**src/decode_config.svh**
```systemverilog
// --------------------------------------
// Decode front-end configuration
// Group width and checkpoint field sizes
// --------------------------------------

`ifndef DECODE_CONFIG_SVH
`define DECODE_CONFIG_SVH

// Lanes per fetch group, 2 or 4
`define DECODE_WIDTH 2

// Program counter width
`define PC_WIDTH 32

// Global history checkpoint width
`define GHIST_WIDTH 10

// Return address stack top pointer width
`define RAS_PTR_WIDTH 4

// No compressed instructions
`define INSN_BYTES 4

`endif
```
**src/DecodeTypes.sv**
```systemverilog
// --------------------------------------
// Decode types
// Shared vectors, target class and opcodes
// --------------------------------------

`include "decode_config.svh"

package DecodeTypes;

    typedef logic [`PC_WIDTH-1:0] PcPath;           // PC or target address
    typedef logic [31:0] InsnWord;
    typedef logic [`GHIST_WIDTH-1:0] GlobalHistory;
    typedef logic [`RAS_PTR_WIDTH-1:0] RasPtr;

    // At least one bit even for a single lane
    typedef logic [(`DECODE_WIDTH > 1 ? $clog2(`DECODE_WIDTH) : 1)-1:0] LaneIndex;

    // Where control goes after an instruction
    typedef enum logic [1:0] {
        BTT_NEXT          = 2'd0,  // Falls through to pc+4
        BTT_PC_RELATIVE   = 2'd1,  // Conditional branch or JAL
        BTT_INDIRECT_JUMP = 2'd2,  // JALR
        BTT_SERIALIZED    = 2'd3   // FENCE, FENCE.I, SYSTEM
    } BranchTargetType;

    // Base opcodes used by branch resolution
    localparam logic [6:0] OPC_JAL      = 7'b1101111;
    localparam logic [6:0] OPC_JALR     = 7'b1100111;
    localparam logic [6:0] OPC_BRANCH   = 7'b1100011;
    localparam logic [6:0] OPC_MISC_MEM = 7'b0001111;  // FENCE and FENCE.I
    localparam logic [6:0] OPC_SYSTEM   = 7'b1110011;

endpackage

```
**src/DecodeUnit.sv**
```systemverilog
// --------------------------------------
// Decode unit top level
// Fetch group in, rename group and fetch
// redirect out
// --------------------------------------

`include "decode_config.svh"

module DecodeUnit
    import DecodeTypes::*;
(
    input  logic         clk,
    input  logic         arstN,
    input  logic         fetchValid,   // Whole-group strobe
    input  logic         stall,        // From rename
    input  logic         backendFlush,
    input  logic         laneValid[`DECODE_WIDTH],
    input  InsnWord      insn[`DECODE_WIDTH],
    input  PcPath        pc[`DECODE_WIDTH],
    input  logic         predTaken[`DECODE_WIDTH],
    input  PcPath        predAddr[`DECODE_WIDTH],
    input  GlobalHistory predHistory[`DECODE_WIDTH],
    input  RasPtr        predRasPtr[`DECODE_WIDTH],
    output logic         outValid[`DECODE_WIDTH],
    output InsnWord      outInsn[`DECODE_WIDTH],
    output PcPath        outPc[`DECODE_WIDTH],
    output logic         outPredTaken[`DECODE_WIDTH],
    output PcPath        outPredAddr[`DECODE_WIDTH],
    output logic         insnFlushed[`DECODE_WIDTH],
    output logic         insnFlushTriggering[`DECODE_WIDTH],
    output logic         redirectValid,  // Back to fetch
    output PcPath        recoveredPc,
    output GlobalHistory recoveredHistory,
    output RasPtr        recoveredRasPtr
);

    DecodeStage decodeStage0 (
        .clk                (clk),
        .arstN              (arstN),
        .fetchValid         (fetchValid),
        .stall              (stall),
        .backendFlush       (backendFlush),
        .laneValid          (laneValid),
        .insn               (insn),
        .pc                 (pc),
        .predTaken          (predTaken),
        .predAddr           (predAddr),
        .predHistory        (predHistory),
        .predRasPtr         (predRasPtr),
        .outValid           (outValid),
        .outInsn            (outInsn),
        .outPc              (outPc),
        .outPredTaken       (outPredTaken),
        .outPredAddr        (outPredAddr),
        .insnFlushed        (insnFlushed),
        .insnFlushTriggering(insnFlushTriggering),
        .redirectValid      (redirectValid),
        .recoveredPc        (recoveredPc),
        .recoveredHistory   (recoveredHistory),
        .recoveredRasPtr    (recoveredRasPtr)
    );

endmodule

```
**src/DecodeStage.sv**
```systemverilog
// --------------------------------------
// Decode stage
// Group register plus branch check, sends
// the redirect back to fetch
// --------------------------------------

`include "decode_config.svh"

module DecodeStage
    import DecodeTypes::*;
(
    input  logic         clk,
    input  logic         arstN,
    input  logic         fetchValid,
    input  logic         stall,
    input  logic         backendFlush,
    input  logic         laneValid[`DECODE_WIDTH],
    input  InsnWord      insn[`DECODE_WIDTH],
    input  PcPath        pc[`DECODE_WIDTH],
    input  logic         predTaken[`DECODE_WIDTH],
    input  PcPath        predAddr[`DECODE_WIDTH],
    input  GlobalHistory predHistory[`DECODE_WIDTH],
    input  RasPtr        predRasPtr[`DECODE_WIDTH],
    output logic         outValid[`DECODE_WIDTH],
    output InsnWord      outInsn[`DECODE_WIDTH],
    output PcPath        outPc[`DECODE_WIDTH],
    output logic         outPredTaken[`DECODE_WIDTH],
    output PcPath        outPredAddr[`DECODE_WIDTH],
    output logic         insnFlushed[`DECODE_WIDTH],
    output logic         insnFlushTriggering[`DECODE_WIDTH],
    output logic         redirectValid,
    output PcPath        recoveredPc,
    output GlobalHistory recoveredHistory,
    output RasPtr        recoveredRasPtr
);

    logic            occupied;  // Register holds a live group
    logic            regLaneValid[`DECODE_WIDTH];
    InsnWord         regInsn[`DECODE_WIDTH];
    PcPath           regPc[`DECODE_WIDTH];
    logic            regPredTaken[`DECODE_WIDTH];
    PcPath           regPredAddr[`DECODE_WIDTH];
    GlobalHistory    regPredHistory[`DECODE_WIDTH];
    RasPtr           regPredRasPtr[`DECODE_WIDTH];
    BranchTargetType decTargetType[`DECODE_WIDTH];
    logic            decIsJal[`DECODE_WIDTH];
    PcPath           decDisp[`DECODE_WIDTH];
    logic            resValid[`DECODE_WIDTH];
    logic            resFlushed[`DECODE_WIDTH];
    logic            resTriggering[`DECODE_WIDTH];
    logic            flushTriggered;
    logic            active;
    logic [`DECODE_WIDTH-1:0] trigVec;
    logic [`DECODE_WIDTH-1:0] fetchLaneVec;

    // Redirect cycle drops whatever fetch sends, it is wrong-path
    always_ff @(posedge clk or negedge arstN) begin
        if (!arstN) begin
            occupied <= 1'b0;
        end
        else if (backendFlush) begin
            occupied <= 1'b0;
        end
        else if (!stall) begin
            occupied <= fetchValid && !redirectValid;
        end
    end

    always_ff @(posedge clk) begin
        if (fetchValid && !stall) begin
            for (int i = 0; i < `DECODE_WIDTH; i++) begin
                regLaneValid[i]   <= laneValid[i];
                regInsn[i]        <= insn[i];
                regPc[i]          <= pc[i];
                regPredTaken[i]   <= predTaken[i];
                regPredAddr[i]    <= predAddr[i];
                regPredHistory[i] <= predHistory[i];
                regPredRasPtr[i]  <= predRasPtr[i];
            end
        end
    end

    for (genvar g = 0; g < `DECODE_WIDTH; g++) begin : genLane
        RvBranchDecoder branchDecoder (
            .insn        (regInsn[g]),
            .targetType  (decTargetType[g]),
            .isJal       (decIsJal[g]),
            .displacement(decDisp[g])
        );
    end

    DecodedBranchResolver resolver0 (
        .laneValid          (regLaneValid),
        .pc                 (regPc),
        .predTaken          (regPredTaken),
        .predAddr           (regPredAddr),
        .predHistory        (regPredHistory),
        .predRasPtr         (regPredRasPtr),
        .targetType         (decTargetType),
        .isJal              (decIsJal),
        .displacement       (decDisp),
        .outValid           (resValid),
        .outPredTaken       (outPredTaken),
        .outPredAddr        (outPredAddr),
        .insnFlushed        (resFlushed),
        .insnFlushTriggering(resTriggering),
        .flushTriggered     (flushTriggered),
        .recoveredPc        (recoveredPc),
        .recoveredHistory   (recoveredHistory),
        .recoveredRasPtr    (recoveredRasPtr)
    );

    // Group leaves only in a free cycle
    assign active        = occupied && !stall && !backendFlush;
    assign redirectValid = active && flushTriggered;

    always_comb begin
        for (int i = 0; i < `DECODE_WIDTH; i++) begin
            outValid[i]            = active && resValid[i];
            insnFlushed[i]         = active && resFlushed[i];
            insnFlushTriggering[i] = active && resTriggering[i];
            outInsn[i]             = regInsn[i];
            outPc[i]               = regPc[i];
            trigVec[i]             = insnFlushTriggering[i];
            fetchLaneVec[i]        = laneValid[i];
        end
    end

    // Fetch has no ready, it must wait out a stall
    fetchDuringStall: assert property (@(posedge clk) disable iff (!arstN)
        !(fetchValid && stall));

    oneTrigger: assert property (@(posedge clk) disable iff (!arstN)
        $onehot0(trigVec));

    // A redirect empties the stage, so it cannot repeat next cycle
    redirectOnce: assert property (@(posedge clk) disable iff (!arstN)
        redirectValid |-> (occupied && !stall) ##1 !redirectValid);

    lanePrefix: assert property (@(posedge clk) disable iff (!arstN)
        fetchValid |-> ((fetchLaneVec & (fetchLaneVec + 1'b1)) == '0));

endmodule

```
**src/DecodedBranchResolver.sv**
```systemverilog
// --------------------------------------
// Decode-side branch resolver
// Finds the first lane whose prediction is
// provably wrong and builds the redirect
// --------------------------------------

`include "decode_config.svh"

module DecodedBranchResolver
    import DecodeTypes::*;
(
    input  logic            laneValid[`DECODE_WIDTH],
    input  PcPath           pc[`DECODE_WIDTH],
    input  logic            predTaken[`DECODE_WIDTH],
    input  PcPath           predAddr[`DECODE_WIDTH],
    input  GlobalHistory    predHistory[`DECODE_WIDTH],
    input  RasPtr           predRasPtr[`DECODE_WIDTH],
    input  BranchTargetType targetType[`DECODE_WIDTH],
    input  logic            isJal[`DECODE_WIDTH],
    input  PcPath           displacement[`DECODE_WIDTH],
    output logic            outValid[`DECODE_WIDTH],
    output logic            outPredTaken[`DECODE_WIDTH],
    output PcPath           outPredAddr[`DECODE_WIDTH],
    output logic            insnFlushed[`DECODE_WIDTH],
    output logic            insnFlushTriggering[`DECODE_WIDTH],
    output logic            flushTriggered,
    output PcPath           recoveredPc,
    output GlobalHistory    recoveredHistory,
    output RasPtr           recoveredRasPtr
);

    PcPath    decodedPc[`DECODE_WIDTH];
    logic     addrMismatch[`DECODE_WIDTH];
    LaneIndex checkLane;    // Lane where the scan stopped
    logic     addrCheck;    // Stop lane needs its target compared
    logic     certainMiss;  // Stop lane is wrong whatever predAddr says
    logic     scanDone;

    // Decoded target of every lane
    always_comb begin
        for (int i = 0; i < `DECODE_WIDTH; i++) begin
            if (targetType[i] == BTT_PC_RELATIVE) begin
                decodedPc[i] = pc[i] + displacement[i];
            end
            else begin
                // JALR falls here too, its PC is never used for a redirect
                decodedPc[i] = pc[i] + PcPath'(`INSN_BYTES);
            end
            addrMismatch[i] = (predAddr[i] != decodedPc[i]);
        end
    end

    // Ordered scan over the valid prefix
    always_comb begin
        scanDone    = 1'b0;
        addrCheck   = 1'b0;
        certainMiss = 1'b0;
        checkLane   = '0;
        for (int i = 0; i < `DECODE_WIDTH; i++) begin
            if (!scanDone) begin
                if (!laneValid[i]) begin
                    scanDone = 1'b1;  // Nothing valid beyond this lane
                end
                else if (targetType[i] == BTT_NEXT && predTaken[i]) begin
                    // Plain instruction predicted as a taken branch
                    checkLane   = LaneIndex'(i);
                    addrCheck   = 1'b1;
                    certainMiss = 1'b1;
                    scanDone    = 1'b1;
                end
                else if (targetType[i] == BTT_PC_RELATIVE && (isJal[i] || predTaken[i])) begin
                    checkLane = LaneIndex'(i);
                    addrCheck = 1'b1;
                    scanDone  = 1'b1;
                end
                else if (targetType[i] == BTT_INDIRECT_JUMP) begin
                    // Register target, left to execute
                    checkLane = LaneIndex'(i);
                    scanDone  = 1'b1;
                end
                else if (targetType[i] == BTT_SERIALIZED) begin
                    checkLane   = LaneIndex'(i);
                    addrCheck   = 1'b1;
                    certainMiss = 1'b1;
                    scanDone    = 1'b1;
                end
            end
        end
    end

    assign flushTriggered = certainMiss || (addrCheck && addrMismatch[checkLane]);

    // Rewrite trigger lane, drop younger lanes
    always_comb begin
        for (int i = 0; i < `DECODE_WIDTH; i++) begin
            insnFlushed[i]         = flushTriggered && (LaneIndex'(i) > checkLane);
            insnFlushTriggering[i] = flushTriggered && (LaneIndex'(i) == checkLane);
            outValid[i]            = laneValid[i] && !insnFlushed[i];
            if (insnFlushTriggering[i]) begin
                outPredTaken[i] = 1'b1;
                outPredAddr[i]  = decodedPc[i];  // Corrected target
            end
            else begin
                outPredTaken[i] = predTaken[i];
                outPredAddr[i]  = predAddr[i];
            end
        end
    end

    // Checkpoints saved when the stop lane was predicted
    assign recoveredPc      = decodedPc[checkLane];
    assign recoveredHistory = predHistory[checkLane];
    assign recoveredRasPtr  = predRasPtr[checkLane];

endmodule

```
**src/RvBranchDecoder.sv**
```systemverilog
// --------------------------------------
// RISC-V branch decoder, one lane
// Target class and PC-relative displacement
// --------------------------------------

`include "decode_config.svh"

module RvBranchDecoder
    import DecodeTypes::*;
(
    input  InsnWord         insn,
    output BranchTargetType targetType,
    output logic            isJal,
    output PcPath           displacement
);

    logic [6:0] opcode;
    logic [20:0] immJ;  // J-type offset, bit 0 always zero
    logic [12:0] immB;  // B-type offset, bit 0 always zero

    assign opcode = insn[6:0];

    // Reassemble the scattered immediate fields
    assign immJ = {insn[31], insn[19:12], insn[20], insn[30:21], 1'b0};
    assign immB = {insn[31], insn[7], insn[30:25], insn[11:8], 1'b0};

    assign isJal = (opcode == OPC_JAL);

    always_comb begin
        case (opcode)
            OPC_JAL, OPC_BRANCH: begin
                targetType = BTT_PC_RELATIVE;
            end
            OPC_JALR: begin
                targetType = BTT_INDIRECT_JUMP;
            end
            OPC_MISC_MEM, OPC_SYSTEM: begin
                // Younger lanes are refetched after these
                targetType = BTT_SERIALIZED;
            end
            default: begin
                targetType = BTT_NEXT;
            end
        endcase
    end

    always_comb begin
        case (opcode)
            OPC_JAL: begin
                displacement = {{(`PC_WIDTH-21){immJ[20]}}, immJ};
            end
            OPC_BRANCH: begin
                displacement = {{(`PC_WIDTH-13){immB[12]}}, immB};
            end
            default: begin
                displacement = '0;  // JALR target is not known here
            end
        endcase
    end

endmodule

```
**config.mk**
```make
export PLATFORM = sky130hd
export DESIGN_NAME = DecodeUnit
export DESIGN_NICKNAME = d
export VERILOG_FILES = /design/src/DecodeTypes.sv /design/src/DecodeUnit.sv /design/src/DecodeStage.sv /design/src/DecodedBranchResolver.sv /design/src/RvBranchDecoder.sv
export VERILOG_INCLUDE_DIRS = /design/src
export SDC_FILE = /design/constraint.sdc
export NUM_CORES = 1
export LEC_CHECK = 0
export BUFFER_PORTS_ARGS = -buffer_cell sky130_fd_sc_hd__buf_2
export CAP_MARGIN = 5
export CORE_MARGIN = 4
export CORE_UTILIZATION = 49
export DETAILED_ROUTE_END_ITERATION = 12
export PLACE_DENSITY = 0.9
export SLEW_MARGIN = 10
export SYNTH_ARGS = -nofsm -noshare
export SYNTH_HDL_FRONTEND = slang
export SYNTH_SLANG_ARGS = --single-unit
```
**constraint.sdc**
```tcl
create_clock -name clk -period 6.8 [get_ports clk]
set_clock_uncertainty 0.15 [all_clocks]
set_input_delay 1.02 -clock clk [delete_from_list [all_inputs] [get_ports clk]]
set_output_delay 1.02 -clock clk [all_outputs]
set_load 0.01 [all_outputs]
```
Word level (Yosys, flattened, before mapping)
Memory sizes are Yosys's and may differ from the RTL's.
Cells that the tools add are included.
{ "totals": {"regBits": 161, "latchBits": 0, "ramBits": 64, "rom_bits": 0, "input_bits": 229, "out_inout_bits": 247, "wordCells": 134, "mem_count": 1} }
{ "op_classes": {"n_addsub": 4, "mul": 0, "div": 0, "magnitude_cmp": 3, "eq_ne": 19, "n_shift": 0, "mux": 56, "n_bitwise": 2, "reduce_logical": 36} }
{ "memory_table": {"columns": ["memory", "words", "width", "rd", "rd_ports_with_merged_regs", "write_ports", "line", "rtl"], "rows": [
  ["decodeStage0.regInsn", 2, 32, 2, 0, 2, "DecodeStage.sv:39", "InsnWord regInsn[`DECODE_WIDTH];"]
]} }
{ "op_table": {"columns": ["operator", "count"], "rows": [
  ["32-bit two-way mux", 7],
  ["32-bit case mux with 2 select lines", 2],
  ["32-bit by 3-bit adder with 32-bit output (second input constant)", 2],
  ["32-bit adder", 2],
  ["32-bit != test", 2],
  ["7-bit == test (second input constant)", 8],
  ["1-bit two-way mux", 39],
  ["10-bit two-way mux", 3],
  ["1-bit logical AND", 22],
  ["7-bit by 4-bit == test with 1-bit output (second input constant)", 2],
  ["4-bit two-way mux", 3],
  ["2-bit case mux with 3 select lines", 2],
  ["2-bit == test (second input constant)", 4],
  ["2-bit OR reduction", 4],
  ["1-bit zero test", 5],
  ["2-bit by 1-bit == test with 1-bit output (second input constant)", 2],
  ["2-bit zero test", 2],
  ["1-bit logical OR", 3],
  ["2-bit greater-or-equal comparator (second input constant)", 1],
  ["1-bit greater-than comparator (first input constant)", 2],
  ["2-bit by 1-bit != test with 1-bit output (second input constant)", 1],
  ["1-bit NOT with 2-bit output", 1],
  ["1-bit NOT", 1]
]} }

Depth between registers and ports, before layout
Gate-level depths: netlist (run 1).
An unclocked memory read counts as a cell.
{ "logic_depth": {"word_depth": 23, "mapped_depth": 23, "depth_no_buf": 17} }

By module
A second synthesis (run 1) with hierarchy kept.
{ "hier_totals": {"cells_unflattened": 1913, "area_unflattened_um2": 17936.0} }
{ "modules_own_cells": {"columns": ["module", "n_inst", "cells_each", "area_per_inst_um2", "seq_area_each_um2"], "rows": [
  ["DecodedBranchResolver", 1, 1546, 10269.8, 0.0],
  ["DecodeStage", 1, 237, 6837.8, 6751.5],
  ["RvBranchDecoder", 2, 65, 414.1, 0.0]
]} }

Worst setup path after synthesis (run 1)
Ideal clock, no wire load.
{ "synth_path": {"path_kind": "input to register", "from": "input port stall", "to": "register decodeStage0.regPc (netlist bit decodeStage0.outPc[0]) (enable)", "setup_time_ns": 0.844, "t_arrival_ns": 10.962, "t_required_ns": 5.806, "setup_slack_ns": -5.156, "cell_stages": 1, "path_buffers": 0, "cell_sequence": "nor2b_1"} }
{ "synth_via": {"elab_chain_len": 2} }
{ "synth_lines": {"columns": ["item", "line", "rtl"], "rows": [
  ["start, declared", "DecodeUnit.sv:15", "input logic stall,"],
  ["1-bit zero test", null, null],
  ["1-bit logical AND", "DecodeStage.sv:70", "if (fetchValid && !stall) begin"],
  ["end signal, assigned by index", "DecodeStage.sv:74", "regPc[i] <= pc[i];"],
  ["end, declared", "DecodeStage.sv:40", "PcPath regPc[`DECODE_WIDTH];"]
]} }
Every way passes these cells.
A chain may end at the register's enable or synchronous reset.

==> results of run 1 <==
## synthesized netlist by cell type, types with 42 or more instances
cell,instances,area share
a21oi_1,136,0.039
clkbuf_1,76,0.016
edfxtp_1,224,0.39
ha_1,62,0.045
inv_1,44,0.0095
nand2_1,167,0.036
nand3_1,67,0.019
nand4_1,42,0.015
nor2_1,142,0.031
nor3_1,47,0.014
o21ai_0,77,0.022
xnor2_1,64,0.032
## final timing paths
kind	endpoint	depth (start not counted)	slack, ns
worst max-delay path	outPredAddr[47]	20	0.03
worst min-delay path	decodeStage0.occupied$_DFFE_PN0P_	1	0.09
worst max register to register	decodeStage0.occupied$_DFFE_PN0P_	20	1.71
worst min register to register	decodeStage0.occupied$_DFFE_PN0P_	1	0.35
max in group asynchronous	decodeStage0.occupied$_DFFE_PN0P_	1	6.31
min in group clk	decodeStage0.occupied$_DFFE_PN0P_	1	0.35
## layer usage
layer  global-route usage  up-vias
li1                     -     8153
met1                0.469     8773
met3               0.0665      284
met2                0.564     1397
met4                0.170        2
met5                    0        -
## cell type report
cell class | instances | share of cell area
Inverter | 44 | 0.00718
Timing Repair Buffer | 590 | 0.146
Clock inverter | 15 | 0.00778
Sequential cell | 225 | 0.294
Tap cell | 455 | 0.0248
Clock buffer | 29 | 0.0269
Multi-Input combinational cell | 1479 | 0.493
Antenna cell | 2 | 0.000218
## cells by family (layout without fill, tap and decap cells)
family | after synthesis | count (layout) | synth area share
adders and majority gates | 64 | 64 | 0.0469
buffers and inverters | 148 | 678 | 0.0357
xor gates and xnor gates | 104 | 104 | 0.0532
muxes | 89 | 89 | 0.0621
and+or+nand+nor | 710 | 711 | 0.215
DFF | 225 | 225 | 0.388
AOI/OAI and AO/OA | 510 | 510 | 0.199
other | 1 | 3 | 0.000216
## report_power, final
group / switching (mW) / internal, mW / total (mW) / leakage [nW]
logic: 0.576 / 0.410 / 0.986 / 6.65
registers: 0.130 / 1.64 / 1.77 / 2.12
clock network: 0.578 / 0.769 / 1.35 / 0.382
## stage by stage
| step | hold WS [ns] | setup slack, ns | area [µm²] |
|---|---|---|---|
| detailed placement | 0.334 | 0.0744 | 20400 |
| global route | 0.0785 | -0.169 | 23000 |
| finish | 0.0890 | 0.0350 | 23000 |
| global placement | 0.322 | 0.124 | 20400 |
| CTS | 0.0764 | 0.000190 | 21800 |
| floorplan | 0.301 | 0.0184 | 17400 |
## worst max-delay path, stage by stage (launching register included)
cell and delay [ns]:
edfxtp_1 0.55, xor2_4 0.25, nor3_4 0.24, buf_12 0.15
buf_6 0.13, and2_4 0.16, ha_4 0.24, a21o_1 0.19
a31o_2 0.27, a21o_1 0.19, buf_4 0.14, o211ai_1 0.39
mux2i_1 0.24, nor2_1 0.08, xnor2_1 0.28, o211ai_1 0.21
o41a_1 0.47, nand2_4 0.17, buf_6 0.19, mux2_4 0.33
buf_2 0.15
## sequential cells by signal, indices dropped and copies added, names as in the netlist
register / flops
decodeStage0.regPredAddr: 64
decodeStage0.regInsn: 64
decodeStage0.regLaneValid: 2
decodeStage0.regPredHistory: 20
decodeStage0.regPredRasPtr: 8
decodeStage0.regPredTaken: 2
decodeStage0.occupied: 1
decodeStage0.outPc: 64
## what timing repair did
action,CTS,global route
gates resized for setup,97,182
endpoints found under the setup margin,71,71
pin swaps,21,51
gates cloned,0,4
hold endpoints to repair,0,0
hold buffers,0,0
buffers inserted,23,28
==> reports/metrics.csv, run 1 <==
metric;value;unit
critPathLaunchType;flop;
end_kind;primary output;
cts_root_buffer;clkbuf_16;
synth_cells;1851;
tightest_slew;1.06;ns
multi_input_area;0.0113;mm²
clkSinkCount;225;
grt_max_degree;112;
die_area;0.0386;mm²
initial_utilization;0.500;
dp_cells;2738;
path_clk_slew;0.06;ns
finalHoldViolations;0;
yosys.cell_types.count;92;
fin_tns_setup;0;ns
wl_met1;28000;µm
hold_class;in2async;
dp_hpwl;56700;µm
synthFlopType;edfxtp_1;
grt_pass1_wl;106000;µm
drt_wl_total;75000;µm
critPathRequiredTime;5.63;ns
port_buffers;474;
ys_seq_elements;225;
fin_nets;2657;
yosys_warnings;0;
io_pins;476;
post_drt_via_cell_ratio;6.55;
layout.cells.non_filler;2839;
maxCapViolCount;0;
htreeDepth;1;
status;completed;
cp.arrival;5.60;ns
finalSetupViolations;0;
path_class;reg2out;
first_global_vias;17295;
finalPower;4.10;mW
p_per_area;178;mW/mm²
cts_tree;yes;
syn2layout_area_growth;32.2;%
max_slew_margin;0.293;
syn_area;0.0174;mm²
met3_length;8470;µm
rows;68;
synthArstFlopShare;0.00444;
num_vias;18609;
drt-initial-drc-count;1990;
numCtsBuffers;24;
leakage;9.15;nW
firstDrtPassIters;6;
die_x;196;µm
wl_per_cell;26.4;µm
min_period_over_period;0.995;
grt.total_usage;0.355;
antenna_found_initial;2;
drc_errors;0;
overflow;0;
core;0.0348;mm²
regArea;0.00675;mm²
insertion_delay;0.56;ns
syn-num-nets;2144;
ir_drop;0.303;mV
final_util;0.661;
gp_congestion;1.11;
syn_area_per_cell;9.40;µm²
final_cell_mix;buf_2, edfxtp_1, nand2_1;
clockBufferDepth;3;
critPathMaxFanout;12;
finalMaxSlewViolations;0;
r2r_start;decodeStage0.regInsn[0][2]$_DFFE_PP_;
die_h;196;µm
crit_start;decodeStage0.regInsn[0][2]$_DFFE_PP_;
met2_length;33800;µm
final_common_cell;buf_2;
fin_crit;6.77;ns
final_layout_size_suffix_gt1_frac;0.375;
rsz0062_at_grt;yes;
seq_area_frac_synth;0.388;
fmax;0.148;GHz
fillers;2732;
synth_edf_count;224;
top_layer_used;met5;
ant_nets;0;
(Power assumes the default switching activity.)
==> run 2: changes to the inputs <==
--- a/config.mk
+++ b/config.mk
@@ -12,6 +12,7 @@
 export CORE_UTILIZATION = 49
 export DETAILED_ROUTE_END_ITERATION = 12
 export PLACE_DENSITY = 0.9
+export REMOVE_ABC_BUFFERS = 1
 export SLEW_MARGIN = 10
 export SYNTH_ARGS = -nofsm -noshare
 export SYNTH_HDL_FRONTEND = slang
==> run 2 against run 1 <==
Against the previous run:
- the flow now finishes with violations (setup timing)
- sequential cell count unchanged
- design area increased by 1.3%
- sequential share of layout area decreased by 0.38 points
- fmax decreased by 0.85%
- largest power group unchanged
- count of clock-buffer cells in the layout increased by 6
- critical endpoint unchanged
- critical path type unchanged
- routed wire length decreased by 1.9%
- register-to-register slack improved by 0.04 ns
- highest routed layer unchanged
- die area unchanged
- critical path depth increased by 1
==> reports/metrics.csv, run 2 (synthesized netlist as in run 1, its figures left out) <==
metric;value;unit
status;finished with violations;
violations;setup timing;
die_area;0.0386;mm²
insertion_delay;0.56;ns
max_slew_margin;0.245;
antenna_found_initial;4;
dp_cells;2768;
end_kind;primary output;
critPathMaxFanout;9;
fillers;2745;
final_cell_mix;buf_2, edfxtp_1, nand2_1;
final_layout_size_suffix_gt1_frac;0.390;
fin_area;0.0233;mm²
p_int;2.75;mW
tightest_slew;1.13;ns
switching_power;1.25;mW
cp.arrival;5.65;ns
io_pins;476;
port_buffers;474;
core;0.0348;mm²
p_seq_frac;0.439;
fin_nets;2702;
cts_root_buffer;clkbuf_16;
placed_cell_area;0.0207;mm²
dp_hpwl;55600;µm
comb_power_share;0.251;
syn2layout_area_growth;33.9;%
drc_errors;0;
critPathLaunchType;flop;
ir_drop;0.230;mV
hold_ws;0.0886;ns
fin_crit;6.82;ns
drt_wl_total;73600;µm
maxCapViolCount;0;
die_h;196;µm
pwr-share-clk;0.310;
dp_slack;-0.376;ns
grt.total_usage;0.348;
overflow;0;
post_drt_via_cell_ratio;6.59;
leakage;9.35;nW
critPathRequiredTime;5.63;ns
die_x;196;µm
finalPower;4.00;mW
finalHoldViolations;0;
clkSinkCount;225;
switching_share;0.313;
num_vias;18999;
gp_congestion;1.04;
ant_nets;0;
rows;68;
rsz0062_at_grt;yes;
drt-initial-drc-count;2147;
wl_per_cell;25.5;µm
finalSetupViolations;16;
layout_setup_ws;-0.0234;ns
path_clk_slew;0.07;ns
layout.cells.non_filler;2884;
p_per_area;172;mW/mm²
final_common_cell;buf_2;
grt_max_degree;169;
htreeDepth;1;
firstDrtPassIters;6;
first_global_vias;17767;
hold_class;in2async;
grt_pass1_wl;105000;µm
cts_tree;yes;
clockBufferDepth;3;
numCtsBuffers;25;
min_period_over_period;1.00;
finalMaxSlewViolations;0;
initial_utilization;0.500;
path_class;reg2out;
fmax;0.147;GHz
[run 2: cell count changes in the layout (fill, tap and decap cells not counted), sizes merged, moves of 3 or more]
cell	delta
buf	+46
bufinv	-3
clkbuf	+5
clkinv	-4
[run 2: final timing paths]
path,startpoint,to,slack [ns],cells after the start
worst max-delay path,decodeStage0.regInsn[0][35]$_DFFE_PP_,outPredAddr[47],-0.02,21
worst min-delay path,arstN,decodeStage0.occupied$_DFFE_PN0P_,0.09,1
worst max register to register,decodeStage0.regInsn[0][35]$_DFFE_PP_,decodeStage0.occupied$_DFFE_PN0P_,1.75,18
worst min register to register,decodeStage0.occupied$_DFFE_PN0P_,decodeStage0.occupied$_DFFE_PN0P_,0.34,1
max in group asynchronous,arstN,decodeStage0.occupied$_DFFE_PN0P_,6.33,1
min in group clk,decodeStage0.occupied$_DFFE_PN0P_,decodeStage0.occupied$_DFFE_PN0P_,0.34,1
[run 2: layout make-up]
class                           instances  area, µm²  share of cell area
Inverter                               44        165             0.00709
Clock buffer                           35        663              0.0285
Multi-Input combinational cell       1478      11300               0.487
Sequential cell                       225       6750               0.290
Timing Repair Buffer                  635       3740               0.161
Tap cell                              455        569              0.0244
Clock inverter                          9       55.1             0.00236
Antenna cell                            3       7.51            0.000322
[run 2: what timing repair did]
item | in CTS | in global routing
pin swaps | 18 | 50
setup buffers | 25 | 41
endpoints found under the setup margin | 71 | 71
resized for setup | 111 | 185
hold buffers | 0 | 0
gates cloned | 1 | 2
[run 2: power groups by stage]
stage | sequential [mW] | combinational, mW | clock, mW
2_1_floorplan | 1.78 | 0.450 | 0
3_3_place_gp | 1.77 | 0.857 | 0
3_5_place_dp | 1.78 | 0.873 | 0
4_1_cts | 1.75 | 0.928 | 1.25
5_1_grt | 1.77 | 1.06 | 1.32
6_report | 1.76 | 1.00 | 1.24
[run 2: through the flow]
step	util	TNS (ns)
2_1_floorplan	-	-1330.59
3_3_place_gp	0.594	-11.22
3_5_place_dp	0.594	-10.03
4_1_cts	0.634	0
5_1_grt	0.669	-5.53
6_report	0.669	-0.133
[run 2: metal layers]
layer / share of wire / GRT usage / routed length [µm]
met3: 0.11 / 0.0779 / 7870
met2: 0.46 / 0.584 / 34100
met4: 0.055 / 0.126 / 4080
met1: 0.37 / 0.443 / 27500
met5: 0.00018 / 0 / 13
[run 2: critical path: stages, from the launching register on]
cell and delay [ns]:
edfxtp_1 0.49, buf_4 0.20, and2_4 0.19, and2_4 0.21, a21o_1 0.20, ha_2 0.36
a21oi_1 0.38, o211ai_1 0.16, buf_4 0.19, a21oi_2 0.16, mux2i_1 0.27, o221ai_2 0.15
o21ai_0 0.17, or4b_4 0.49, nor4b_4 0.31, a41oi_2 0.16, buf_4 0.17, nand2_4 0.11
buf_12 0.13, buf_16 0.13, mux2_4 0.31, buf_2 0.14
